$ cat config.mk
export PLATFORM = sky130hd
export DESIGN_NAME = store_unit
export DESIGN_NICKNAME = d
export VERILOG_FILES = /design/src/hdl/spec_store_pkg.sv /design/src/hdl/store_unit.sv
export SDC_FILE = /design/constraint.sdc
export NUM_CORES = 1
export LEC_CHECK = 0
export ABC_AREA = 0
export BUFFER_PORTS_ARGS = -buffer_cell sky130_fd_sc_hd__clkbuf_2
export CAP_MARGIN = 20
export CORE_ASPECT_RATIO = 0.75
export CORE_MARGIN = 8
export CORE_UTILIZATION = 45
export CTS_BUF_LIST = sky130_fd_sc_hd__clkbuf_16
export CTS_CLUSTER_SIZE = 8
export DETAILED_ROUTE_END_ITERATION = 10
export PLACE_DENSITY = 0.8
export SLEW_MARGIN = 20
export SYNTH_ARGS = -nofsm -noshare
export SYNTH_HDL_FRONTEND = slang
export SYNTH_SLANG_ARGS = --single-unit
$ cat constraint.sdc
create_clock -name clk -period 2.8 [get_ports clk]
set_input_delay 0.14 -clock clk [delete_from_list [all_inputs] [get_ports clk]]
set_output_delay 0.14 -clock clk [all_outputs]
set_load 0.02 [all_outputs]
$ cat src/hdl/spec_store_pkg.sv
package spec_store_pkg;

    // Operation on the shared memory port
    typedef enum logic [1:0] {
        OP_IDLE  = 2'd0,
        OP_READ  = 2'd1,
        OP_WRITE = 2'd2
    } mem_op_t;

    // Width of a naturally aligned access
    typedef enum logic [1:0] {
        SZ_BYTE = 2'd0,
        SZ_HALF = 2'd1,
        SZ_WORD = 2'd2
    } access_size_t;

    // Byte enables of an aligned access within its word
    function automatic logic [3:0] byte_lanes(access_size_t size, logic [1:0] lo);
        case (size)
            SZ_BYTE: byte_lanes = 4'b0001 << lo;
            SZ_HALF: byte_lanes = 4'b0011 << {lo[1], 1'b0};
            default: byte_lanes = 4'b1111;
        endcase
    endfunction

    // Same lanes expanded to a bit mask
    function automatic logic [31:0] lane_bits(access_size_t size, logic [1:0] lo);
        logic [3:0] lanes;
        lanes = byte_lanes(size, lo);
        for (int b = 0; b < 4; b++) begin
            lane_bits[8*b +: 8] = {8{lanes[b]}};
        end
    endfunction

endpackage
$ cat src/hdl/store_unit.sv
`timescale 1ns/1ps

module store_unit import spec_store_pkg::*; #(
    parameter int TAG_WIDTH  = 10,
    parameter int ADDR_WIDTH = 10
) (
    input  logic                  clk,
    input  logic                  rst,
    input  logic                  st_req,
    input  logic [ADDR_WIDTH-1:0] st_addr,
    input  logic [31:0]           st_data,
    input  access_size_t          st_size,
    input  logic [TAG_WIDTH-1:0]  st_tag,
    input  logic                  grant,
    input  logic [31:0]           mem_rdata,
    input  logic                  rewind_full,
    output logic                  st_busy,
    output logic                  req,
    output mem_op_t               req_op,
    output logic [ADDR_WIDTH-1:0] req_addr,
    output logic [31:0]           req_wdata,
    output access_size_t          req_size,
    output logic                  push,
    output logic [ADDR_WIDTH-1:0] push_addr,
    output logic [31:0]           push_old,
    output access_size_t          push_size,
    output logic [TAG_WIDTH-1:0]  push_tag
);

    typedef enum logic [1:0] {
        S_IDLE,
        S_READ,   // Old word requested
        S_WAIT,   // Read data arriving
        S_WRITE   // New data requested
    } state_t;

    state_t                state;
    logic [ADDR_WIDTH-1:0] addr_q;
    logic [31:0]           data_q;
    logic [31:0]           old_q;
    access_size_t          size_q;
    logic [TAG_WIDTH-1:0]  tag_q;

    always_ff @(posedge clk) begin
        if (rst) begin
            state <= S_IDLE;
        end else begin
            case (state)
                S_IDLE:  if (st_req) state <= S_READ;
                S_READ:  if (grant) state <= S_WAIT;
                S_WAIT:  state <= S_WRITE;
                S_WRITE: if (grant) state <= S_IDLE;
                default: state <= S_IDLE;
            endcase
        end
    end

    always_ff @(posedge clk) begin
        if (state == S_IDLE && st_req) begin
            addr_q <= st_addr;
            data_q <= st_data << {st_addr[1:0], 3'b000}; // Move into byte lanes
            size_q <= st_size;
            tag_q  <= st_tag;
        end
        if (state == S_WAIT) begin
            old_q <= mem_rdata & lane_bits(size_q, addr_q[1:0]); // Keep only bytes we overwrite
        end
    end

    assign st_busy = (state != S_IDLE);

    // Write held back while the queue has no room for the old data
    assign req = (state == S_READ) || (state == S_WRITE && !rewind_full);

    always_comb begin
        case (state)
            S_READ:  req_op = OP_READ;
            S_WRITE: req_op = OP_WRITE;
            default: req_op = OP_IDLE;
        endcase
    end

    assign req_addr  = addr_q;
    assign req_wdata = data_q;
    assign req_size  = size_q;

    assign push      = grant && (state == S_WRITE); // Same cycle as the memory write
    assign push_addr = addr_q;
    assign push_old  = old_q;
    assign push_size = size_q;
    assign push_tag  = tag_q;

endmodule

==> results of run 1 <==
## how the worst min path moves through the flow
stage	from	to	slack (ns)	depth (start not counted)
5_1_grt	rst	state[0]$_SDFFE_PP0P_	0.02	2
3_3_place_gp	st_addr[4]	push_addr[4]$_DFFE_PP_	0.32	1
2_1_floorplan	rst	state[0]$_SDFFE_PP0P_	0.21	1
3_5_place_dp	st_tag[0]	push_tag[0]$_DFFE_PP_	0.32	1
6_report	rst	state[0]$_SDFFE_PP0P_	0.02	2
4_1_cts	rst	state[0]$_SDFFE_PP0P_	0.01	2
## cell usage after synthesis (all sizes together)
library cell and instances:
edfxtp 86, nor2b 29, buf 19, and2 18, mux2i 16, a21oi 12, a211oi 10, nor2 10
nand2 8, o21ai 8, ha 6, inv 6, and2b 4, a21o 2, dfxtp 2, nand2b 2
a41o 1, clkbuf 1, o21bai 1, or2 1
## state kept, by name (all words and copies together) (netlist names)
register and cells:
push_addr 10, push_old 32, push_size 2, push_tag 10, req_wdata 32, state 2
## timing repair
item	in CTS	in global routing
hold buffers	20	0
hold endpoints to repair	20	0
setup buffers	0	0
## per-layer routing
| layer | wire [µm] | vias up |
|---|---|---|
| met2 | 4760 | 143 |
| met4 | 123 | 0 |
| met3 | 1240 | 11 |
| li1 | - | 1275 |
| met5 | 0 | - |
| met1 | 3730 | 1252 |
## report_power, final
part           internal [W]  total, W  leakage (nW)  switching, W
Clock              0.000699   0.00119         0.146      0.000494
Sequential          0.00192   0.00206         0.832      0.000140
Combinational      0.000450   0.00147          1.32       0.00102
## cell type report
class | instances | area [µm²]
well taps | 105 | 131
fillers | 635 | 2760
flip-flops and latches | 88 | 2620
repair buffers | 215 | 1190
clock buffers | 9 | 225
clock inverters | 7 | 77.6
inverters | 6 | 22.5
multi-input cells | 128 | 881
## cell families (layout without fill, tap and decap cells)
family                   after synthesis  after routing  share of synthesized area (%)
AO/OA/AOI/OAI                         34             34                           6.38
adder cells (fa/ha/maj)                6              6                           2.05
buffers and inverters                 26            237                           4.50
flip-flops                            88             88                           71.5
multiplexers                          16             16                           4.37
AND/OR/NAND/NOR                       72             72                           11.2
## through the flow
stage	total power (W)	cell area, µm²	util [%]	hold WS, ns	worst slack [ns]
6_report	0.00472	5150	65.1	0.0242	0.947
5_1_grt	0.00496	5150	65.1	0.0221	0.835
4_1_cts	0.00478	5150	65.1	0.00974	0.955
3_5_place_dp	0.00356	4650	58.7	0.319	0.961
3_3_place_gp	0.00351	4650	58.7	0.318	1.04
2_1_floorplan	0.00301	3670	-	0.213	0.460
## worst reg2reg max path, delay by kind of cell (launching register included)
kind          cells  cell delay [ns]
fa+ha+maj         1             0.23
simple gates      1             0.54
flops             1             0.34
buf+inv           2             0.43
==> metrics, run 1 <==
Via Count 2681; Max stage delay on crit path ~0.54 ns; PD cells approximately 920 nW/µm²; max-slew violation count 0; worst r2r src state[1]$_SDFFE_PP0P_; H-tree levels 3; first-pass GRT wire length 15200 µm; Area growth, synth to finish 40.5%; Peak VDD IR around 0.00043 V; Routed Antenna Nets 0; clock latency on the worst-skew pair around 0.33 ns; post-DP HPWL between 7000 and 8000 µm; Crit path required time about 2.8 ns; DRC 0; PostCTS Resize Cnt 0; die height approximately 94 µm; worst min path class in2reg; setup violators final 0; largest delay contributor family on the critical path simple AND/OR/NAND/NOR gates; largest cells by area after synthesis edfxtp_1 70%, nor2b_1 4.9%, mux2i_1 4.4%; GRT Residual Overflow 0; Max Freq about 540 MHz; largest net degree at the start of global routing 36; vias per cell about 4.8; Nets ~550; Setup TNS Final 0 ns; commonest non-fill, non-tap cell in the layout clkbuf_2; commonest cells after routing, fill and taps aside 193 x clkbuf_2, 86 x edfxtp_1, 29 x nor2b_1; # diodes 0; Cell Area, Synth between 3000 and 4000 µm²; vias in the first global route 2885; CTS tree built; Synth top area share 70.4%; Critical path destination push_addr[6]$_DFFE_PP_; clk buf depth 2; synthesized flop and latch total 88; DR pass1 iterations 4; total clock sinks 88; Setup crit start kind flip-flop; crit share post-route around 66%; Die X-Extent about 120 µm; GRT busiest layer met2; reg2reg end push_addr[6]$_DFFE_PP_; Setup crit end kind flip-flop; Num CTS Buffers 9; Die Area about 11000 µm²; Iter 0 DRT Violations 181; reg2reg path depth 4; critical path class reg2reg; crit-path cells inv_1 -> ha_1 -> and2_2 -> buf_12; WL per Instance about 18 µm; core area 7920 µm²; slew margin rel. 49.7%; Yosys top cell by area edfxtp_1; CTS root buf clkbuf_16; Worst path slowest cell and2_2; syn_area_per_cell ~15 µm²; max-cap violation count 0; FP Rows 28; outcome complete, no violations; RePlAce Congestion 0.809; Mapped Cells about 240; Worst Tran Pin Value roughly 0.75 ns; met2 global-route usage about 30%; CTS clock-pin slew for the worst setup and hold paths approximately 0.06 ns; RSZ-0062 raised after global routing false; Worst EP arrival about 1.9 ns; Synth cell types 25; Tot GR Track Use around 17%; clock skew ~0.0054 ns; Port Buffers about 190; Cell Count, Final, Fillers Out 558; Syn Nets ~340; grt met1 use about a fifth; post-layout minimum cycle time around 1.9 ns; share of cells above drive strength 1 47.7%; Fin. Hold Viols 0; critical path peak fanout 32; number of instances in the placed design 522; M3 GR Usage a little under a tenth; Leak approximately 2.3 nW; reg2reg setup slack roughly 0.95 ns; initial antenna violation count 0; Ys Warns 0; number of stages on the worst setup path 4; Critical path origin state[1]$_SDFFE_PP0P_; Total Wirelength approximately 10000 µm; sequential-to-total area share from yosys stat a little over 70%; number of I/O pins a little under 200; CP Buf/Inv Count 2; initial core utilization between 40% and 50%
(Power assumes the default switching activity.)
==> run 2: changes to the inputs <==
Settings changed: CORE_UTILIZATION 45 to 41, PLACE_DENSITY 0.8 to 0.77.
Clock period 2.8 ns to 1.65 ns, I/O delays scaled along.
==> run 2 against run 1 <==
Against the previous run: routed wire length is 2.4% lower; non-clock buffer count is 6 higher; first-iteration DRC count is 15% lower; sequential share of layout area is 0.84 points lower; setup slack worse by 0.77 ns; clock-buffer cell count stayed put; clock skew is 0.0011 ns higher; critical path depth stayed put; cell count is 2.3% higher; register-to-register slack worse by 0.75 ns; combinational power is 78% higher.
==> metrics, run 2 (synthesized netlist as in run 1, its figures left out) <==
outcome complete, no violations (unchanged); Pwr Total 0.00814 W (was 0.00472 W); Die X-Extent 125 µm (was 120 µm); Post-CTS Setup Bufs 0 (unchanged); initial antenna violation count 0 (unchanged); critical path peak fanout 6 (was 32); Peak VDD IR 0.00103 V (was 0.000433 V); Worst Tran Pin Value 0.557 ns (was 0.754 ns); Top Layer Used met4 (unchanged); vias per cell 4.69 (was 4.80); number of I/O pins 194 (unchanged); CTS tree built (unchanged); first-pass GRT wire length 15200 µm (about the same); setup violators final 0 (unchanged); DRT met1 WL 3730 µm (about the same); routed wl met3 853 µm (was 1240 µm); Area growth, synth to finish 42.9% (was 40.5%); WL met2 4930 µm (was 4760 µm); largest net degree at the start of global routing 33 (was 36); Tot GR Track Use 15.6% (was 17.5%); worst r2r src state[1]$_SDFFE_PP0P_ (unchanged); Num CTS Buffers 9 (unchanged); Crit path required time 1.57 ns (was 2.83 ns); Setup crit end kind output port (was flip-flop); max-cap violation count 0 (unchanged); initial core utilization 41.4% (was 46.3%); Via Count 2679 (was 2681); critical path class reg2out (was reg2reg); DR pass1 iterations 4 (unchanged); die height 97.9 µm (was 94.2 µm); Nets 551 (was 545); max-slew violation count 0 (unchanged); CTS clock-pin slew for the worst setup and hold paths 0.07 ns (was 0.06 ns); clock skew 0.00642 ns (was 0.00537 ns); FP Rows 30 (was 28); Die Area 12300 µm² (was 11300 µm²); min-delay src mem_rdata[2] (was rst); WL per Instance 16.8 µm (was 17.6 µm); share of cells above drive strength 1 48.1% (was 47.7%); DRC 0 (unchanged); Total Wirelength 9610 µm (was 9840 µm); clk buf depth 2 (unchanged); clock latency on the worst-skew pair 0.33 ns (about the same); Worst EP arrival 1.39 ns (was 1.88 ns); Fin. Hold Viols 0 (unchanged); Iter 0 DRT Violations 153 (was 181); RSZ-0062 raised after global routing false (unchanged); post-DP HPWL 7360 µm (was 7420 µm); Routed Antenna Nets 0 (unchanged); Critical path origin state[0]$_SDFFE_PP0P_ (was state[1]$_SDFFE_PP0P_); commonest cells after routing, fill and taps aside 193 x clkbuf_2, 86 x edfxtp_1, 29 x nor2b_1 (unchanged); GRT Residual Overflow 0 (unchanged); total clock sinks 88 (unchanged); Port Buffers 193 (unchanged); Setup TNS Final 0 ns (unchanged); Max Freq slightly below 700 MHz; crit share post-route between 80 and 90%; vias in the first global route 2899 (was 2885); hold_buf cts 21 (was 20); PD cells 1550 nW/µm² (was 916 nW/µm²); CTS root buf clkbuf_16 (unchanged); PostCTS Resize Cnt 0 (unchanged); core area 8860 µm² (was 7920 µm²); Setup crit start kind flip-flop (unchanged); worst min path class in2reg (unchanged); H-tree levels 3 (unchanged); commonest non-fill, non-tap cell in the layout clkbuf_2 (unchanged); RePlAce Congestion 0.840 (was 0.809); post-layout minimum cycle time between 1 and 1.5 ns; # diodes 0 (unchanged); slew margin rel. 62.7% (was 49.7%); Leak 2.34 nW (was 2.30 nW)
-- run 2: changes by cell type in the layout (fill, tap and decap cells not counted), sizes merged --
cell         previous run  this run
buf                     2         7
clkinv                  3         1
inv                     8        10
dlygate4sd3            20        21
-- run 2: layout make-up --
cell class	count	area [µm²]
Fill cell	733	3620
Tap cell	112	140
Clock inverter	7	78.8
Inverter	6	22.5
Sequential cell	88	2620
Timing Repair Buffer	221	1270
Clock buffer	9	225
Multi-Input combinational cell	128	885
-- run 2: final timing paths --
| check | to | slack (ns) | cells past startpoint |
|---|---|---|---|
| worst max-delay path | st_busy | 0.17 | 4 |
| worst min-delay path | push_old[2]$_DFFE_PN_ | 0.03 | 2 |
| worst max register to register | push_addr[8]$_DFFE_PP_ | 0.20 | 4 |
| worst min register to register | state[0]$_SDFFE_PP0P_ | 0.62 | 2 |
-- run 2: per-stage QoR --
step                      setup WS [ns]  util, %  instances  hold slack (ns)  area [µm²]
after CTS                         0.177     59.2        571           0.0112        5240
after detailed placement          0.202     53.3        534            0.261        4730
final                             0.174     59.2        571           0.0292        5240
after global placement            0.277     53.3        534            0.260        4730
after floorplan                   0.160        -        242            0.155        3670
after global routing             0.0722     59.2        571          0.00839        5240
-- run 2: worst max-delay path: stages (launching register included) --
cell and delay (ns):
dfxtp_1 0.44, inv_1 0.10, ha_1 0.25, inv_1 0.09, clkbuf_2 0.17
-- run 2: layer usage --
metal,vias up,track usage [%]
li1,1290,-
met4,0,4.66
met2,120,27.7
met5,-,0
met3,9,7.02
met1,1260,16.4
-- run 2: power by group --
group | internal (W) | switching [W] | total, W
Sequential | 0.00324 | 0.000227 | 0.00347
Combinational | 0.000854 | 0.00177 | 0.00262
Clock | 0.00119 | 0.000848 | 0.00204
Total | 0.00529 | 0.00285 | 0.00814
==> run 3: changes to the inputs <==
Settings changed: BUFFER_PORTS_ARGS -buffer_cell sky130_fd_sc_hd__clkbuf_2 to -buffer_cell sky130_fd_sc_hd__buf_2.
==> run 3 against run 2 <==
Against the previous run: flip-flop and latch count stayed put; cell count is 0.35% higher; clock-buffer cell count stayed put; largest cell class unchanged.
==> metrics, run 3 (synthesized netlist as in run 1, its figures left out) <==
clock skew 0.00701 ns (was 0.00642 ns); Nets 553 (was 551); Setup crit end kind flip-flop (was output port); max-slew violation count 0 (unchanged); post-layout minimum cycle time 1.47 ns (was 1.48 ns); reg2reg setup slack 0.18 ns (was 0.20 ns); Die X-Extent 125 µm (unchanged); Area growth, synth to finish 42.6% (was 42.9%); Max stage delay on crit path 0.35 ns (was 0.44 ns); clock power share 23.6% (was 25.1%); max-cap violation count 0 (unchanged); worst min path class in2reg (unchanged); DR pass1 iterations 4 (unchanged); share of cells above drive strength 1 48.4% (was 48.1%); Routed Antenna Nets 0 (unchanged); Seq pwr share 43.3% (was 42.7%); hold path depth 2 (unchanged); Crit path required time 1.68 ns (was 1.57 ns); vias per cell 4.63 (was 4.69); Iter 0 DRT Violations 166 (was 153); number of I/O pins 194 (unchanged); Worst EP arrival 1.50 ns (was 1.39 ns); Hold EP push_old[3]$_DFFE_PN_ (was push_old[2]$_DFFE_PN_); # diodes 0 (unchanged); clk buf depth 2 (unchanged); Port Buffers 193 (unchanged); min-delay src mem_rdata[3] (was mem_rdata[2]); RePlAce Congestion 0.844 (was 0.840); critical path peak fanout 27 (was 6); commonest non-fill, non-tap cell in the layout buf_2 (was clkbuf_2); Setup crit start kind flip-flop (unchanged); slew margin rel. 70.6% (was 62.7%); Post-CTS Setup Bufs 0 (unchanged); Leak 2.30 nW (was 2.34 nW); combinational share of power 33.2% (was 32.3%); WL per Instance 16.8 µm (about the same); CP Buf/Inv Count 2 (was 3); CTS root buf clkbuf_16 (unchanged); Worst path slowest cell dfxtp_1 (unchanged); FP Rows 30 (unchanged); Sw Pwr 0.00281 W (was 0.00285 W); commonest cells after routing, fill and taps aside 193 x buf_2, 86 x edfxtp_1, 29 x nor2b_1 (was 193 x clkbuf_2, 86 x edfxtp_1, 29 x nor2b_1); post-DP HPWL 7400 µm (was 7360 µm); GRT Residual Overflow 0 (unchanged); Pint 0.00516 W (was 0.00529 W); reg2reg end req_wdata[19]$_DFFE_PP_ (was push_addr[8]$_DFFE_PP_); Tot GR Track Use 15.8% (was 15.6%); largest net degree at the start of global routing 33 (unchanged); CTS tree built (unchanged); core area 8860 µm² (unchanged); # fillers 729 (was 733); initial antenna violation count 0 (unchanged); setup violators final 0 (unchanged); Die Area 12300 µm² (unchanged); reg2reg path depth 4 (unchanged); switch share 35.2% (was 35.0%); first-pass GRT wire length 15600 µm (was 15200 µm); Pwr Total 0.00796 W (was 0.00814 W); RSZ-0062 raised after global routing false (unchanged); crit share post-route 89.1% (was 89.5%); total clock sinks 88 (unchanged); CTS clock-pin slew for the worst setup and hold paths 0.07 ns (about the same); PD cells 1520 nW/µm² (was 1550 nW/µm²); initial core utilization 41.4% (unchanged); vias in the first global route 2871 (was 2899); die height 97.9 µm (unchanged); Worst Tran Pin Value 0.442 ns (was 0.557 ns); DRC 0 (unchanged); crit-path cells inv_1 -> ha_1 -> and2_4 -> buf_12 (was inv_1 -> ha_1 -> inv_1 -> clkbuf_2); H-tree levels 3 (unchanged); Fin. Hold Viols 0 (unchanged); Setup TNS Final 0 ns (unchanged); critical path class reg2reg (was reg2out); outcome complete, no violations (unchanged); Via Count 2653 (was 2679); Total Wirelength 9640 µm (was 9610 µm); clock latency on the worst-skew pair 0.32 ns (was 0.33 ns); Num CTS Buffers 9 (unchanged); largest delay contributor family on the critical path flip-flops (unchanged); Max Freq 680 MHz (was 677 MHz); worst r2r src state[1]$_SDFFE_PP0P_ (unchanged); Peak VDD IR 0.000927 V (was 0.00103 V)
-- run 3: changes by cell type in the layout (fill, tap and decap cells not counted) --
| cell | change |
|---|---|
| buf_2 | +193 |
| buf_4 | +2 |
| bufinv_16 | -1 |
| clkbuf_2 | -193 |
| clkinv_2 | +1 |
-- run 3: final cells by class --
type / count / area, µm² / share of cell area, %
inverter: 6 / 22.5 / 0.431
clock inverter: 7 / 53.8 / 1.03
clock buffer: 9 / 225 / 4.31
timing repair buffer: 223 / 1280 / 24.5
sequential: 88 / 2620 / 50.1
multi-input combinational: 128 / 885 / 16.9
tap: 112 / 140 / 2.68
-- run 3: how the worst max path moves through the flow --
| stage | startpoint | endpoint | slack [ns] | cells past startpoint |
|---|---|---|---|---|
| after floorplan | state[1]$_SDFFE_PP0P_ | push_addr[0]$_DFFE_PP_ | 0.16 | 3 |
| after global placement | state[1]$_SDFFE_PP0P_ | push_addr[2]$_DFFE_PP_ | 0.22 | 4 |
| after detailed placement | state[1]$_SDFFE_PP0P_ | push_addr[9]$_DFFE_PP_ | 0.17 | 4 |
| after CTS | state[1]$_SDFFE_PP0P_ | req_wdata[19]$_DFFE_PP_ | 0.16 | 4 |
| after global routing | state[1]$_SDFFE_PP0P_ | req_wdata[1]$_SDFFCE_PP0P_ | 0.07 | 4 |
| final | state[1]$_SDFFE_PP0P_ | req_wdata[19]$_DFFE_PP_ | 0.18 | 4 |
-- run 3: power groups by stage --
stage | Combinational, W | Clock (W) | Sequential [W]
after floorplan | 0.000939 | 0 | 0.00416
after global placement | 0.00260 | 0 | 0.00348
after detailed placement | 0.00264 | 0 | 0.00350
after CTS | 0.00269 | 0.00193 | 0.00345
after global routing | 0.00284 | 0.00201 | 0.00351
final | 0.00264 | 0.00188 | 0.00344
-- run 3: metrics by stage --
stage	util, %	std cells	setup slack (ns)	instance area (µm²)	hold WS (ns)
6_report	59.0	573	0.180	5230	0.0404
5_1_grt	59.0	573	0.0748	5230	0.0281
4_1_cts	59.0	573	0.157	5230	0.0261
3_5_place_dp	53.5	536	0.169	4740	0.261
3_3_place_gp	53.5	536	0.219	4740	0.260
2_1_floorplan	-	242	0.160	3670	0.155
-- run 3: repair_timing --
item,in CTS,in global routing
resized for setup,0,0
endpoints found under the hold margin,21,0
endpoints found under the setup margin,0,0
hold buffers,21,0
-- run 3: metal layers --
layer | share of wire [%] | routed length (µm) | track usage (%) | vias up
met5 | 0 | 0 | 0 | -
met4 | 0.46 | 44 | 2.80 | 0
met3 | 8.0 | 770 | 6.64 | 4
met2 | 51 | 4910 | 28.2 | 126
met1 | 41 | 3910 | 17.4 | 1234
li1 | - | - | - | 1289
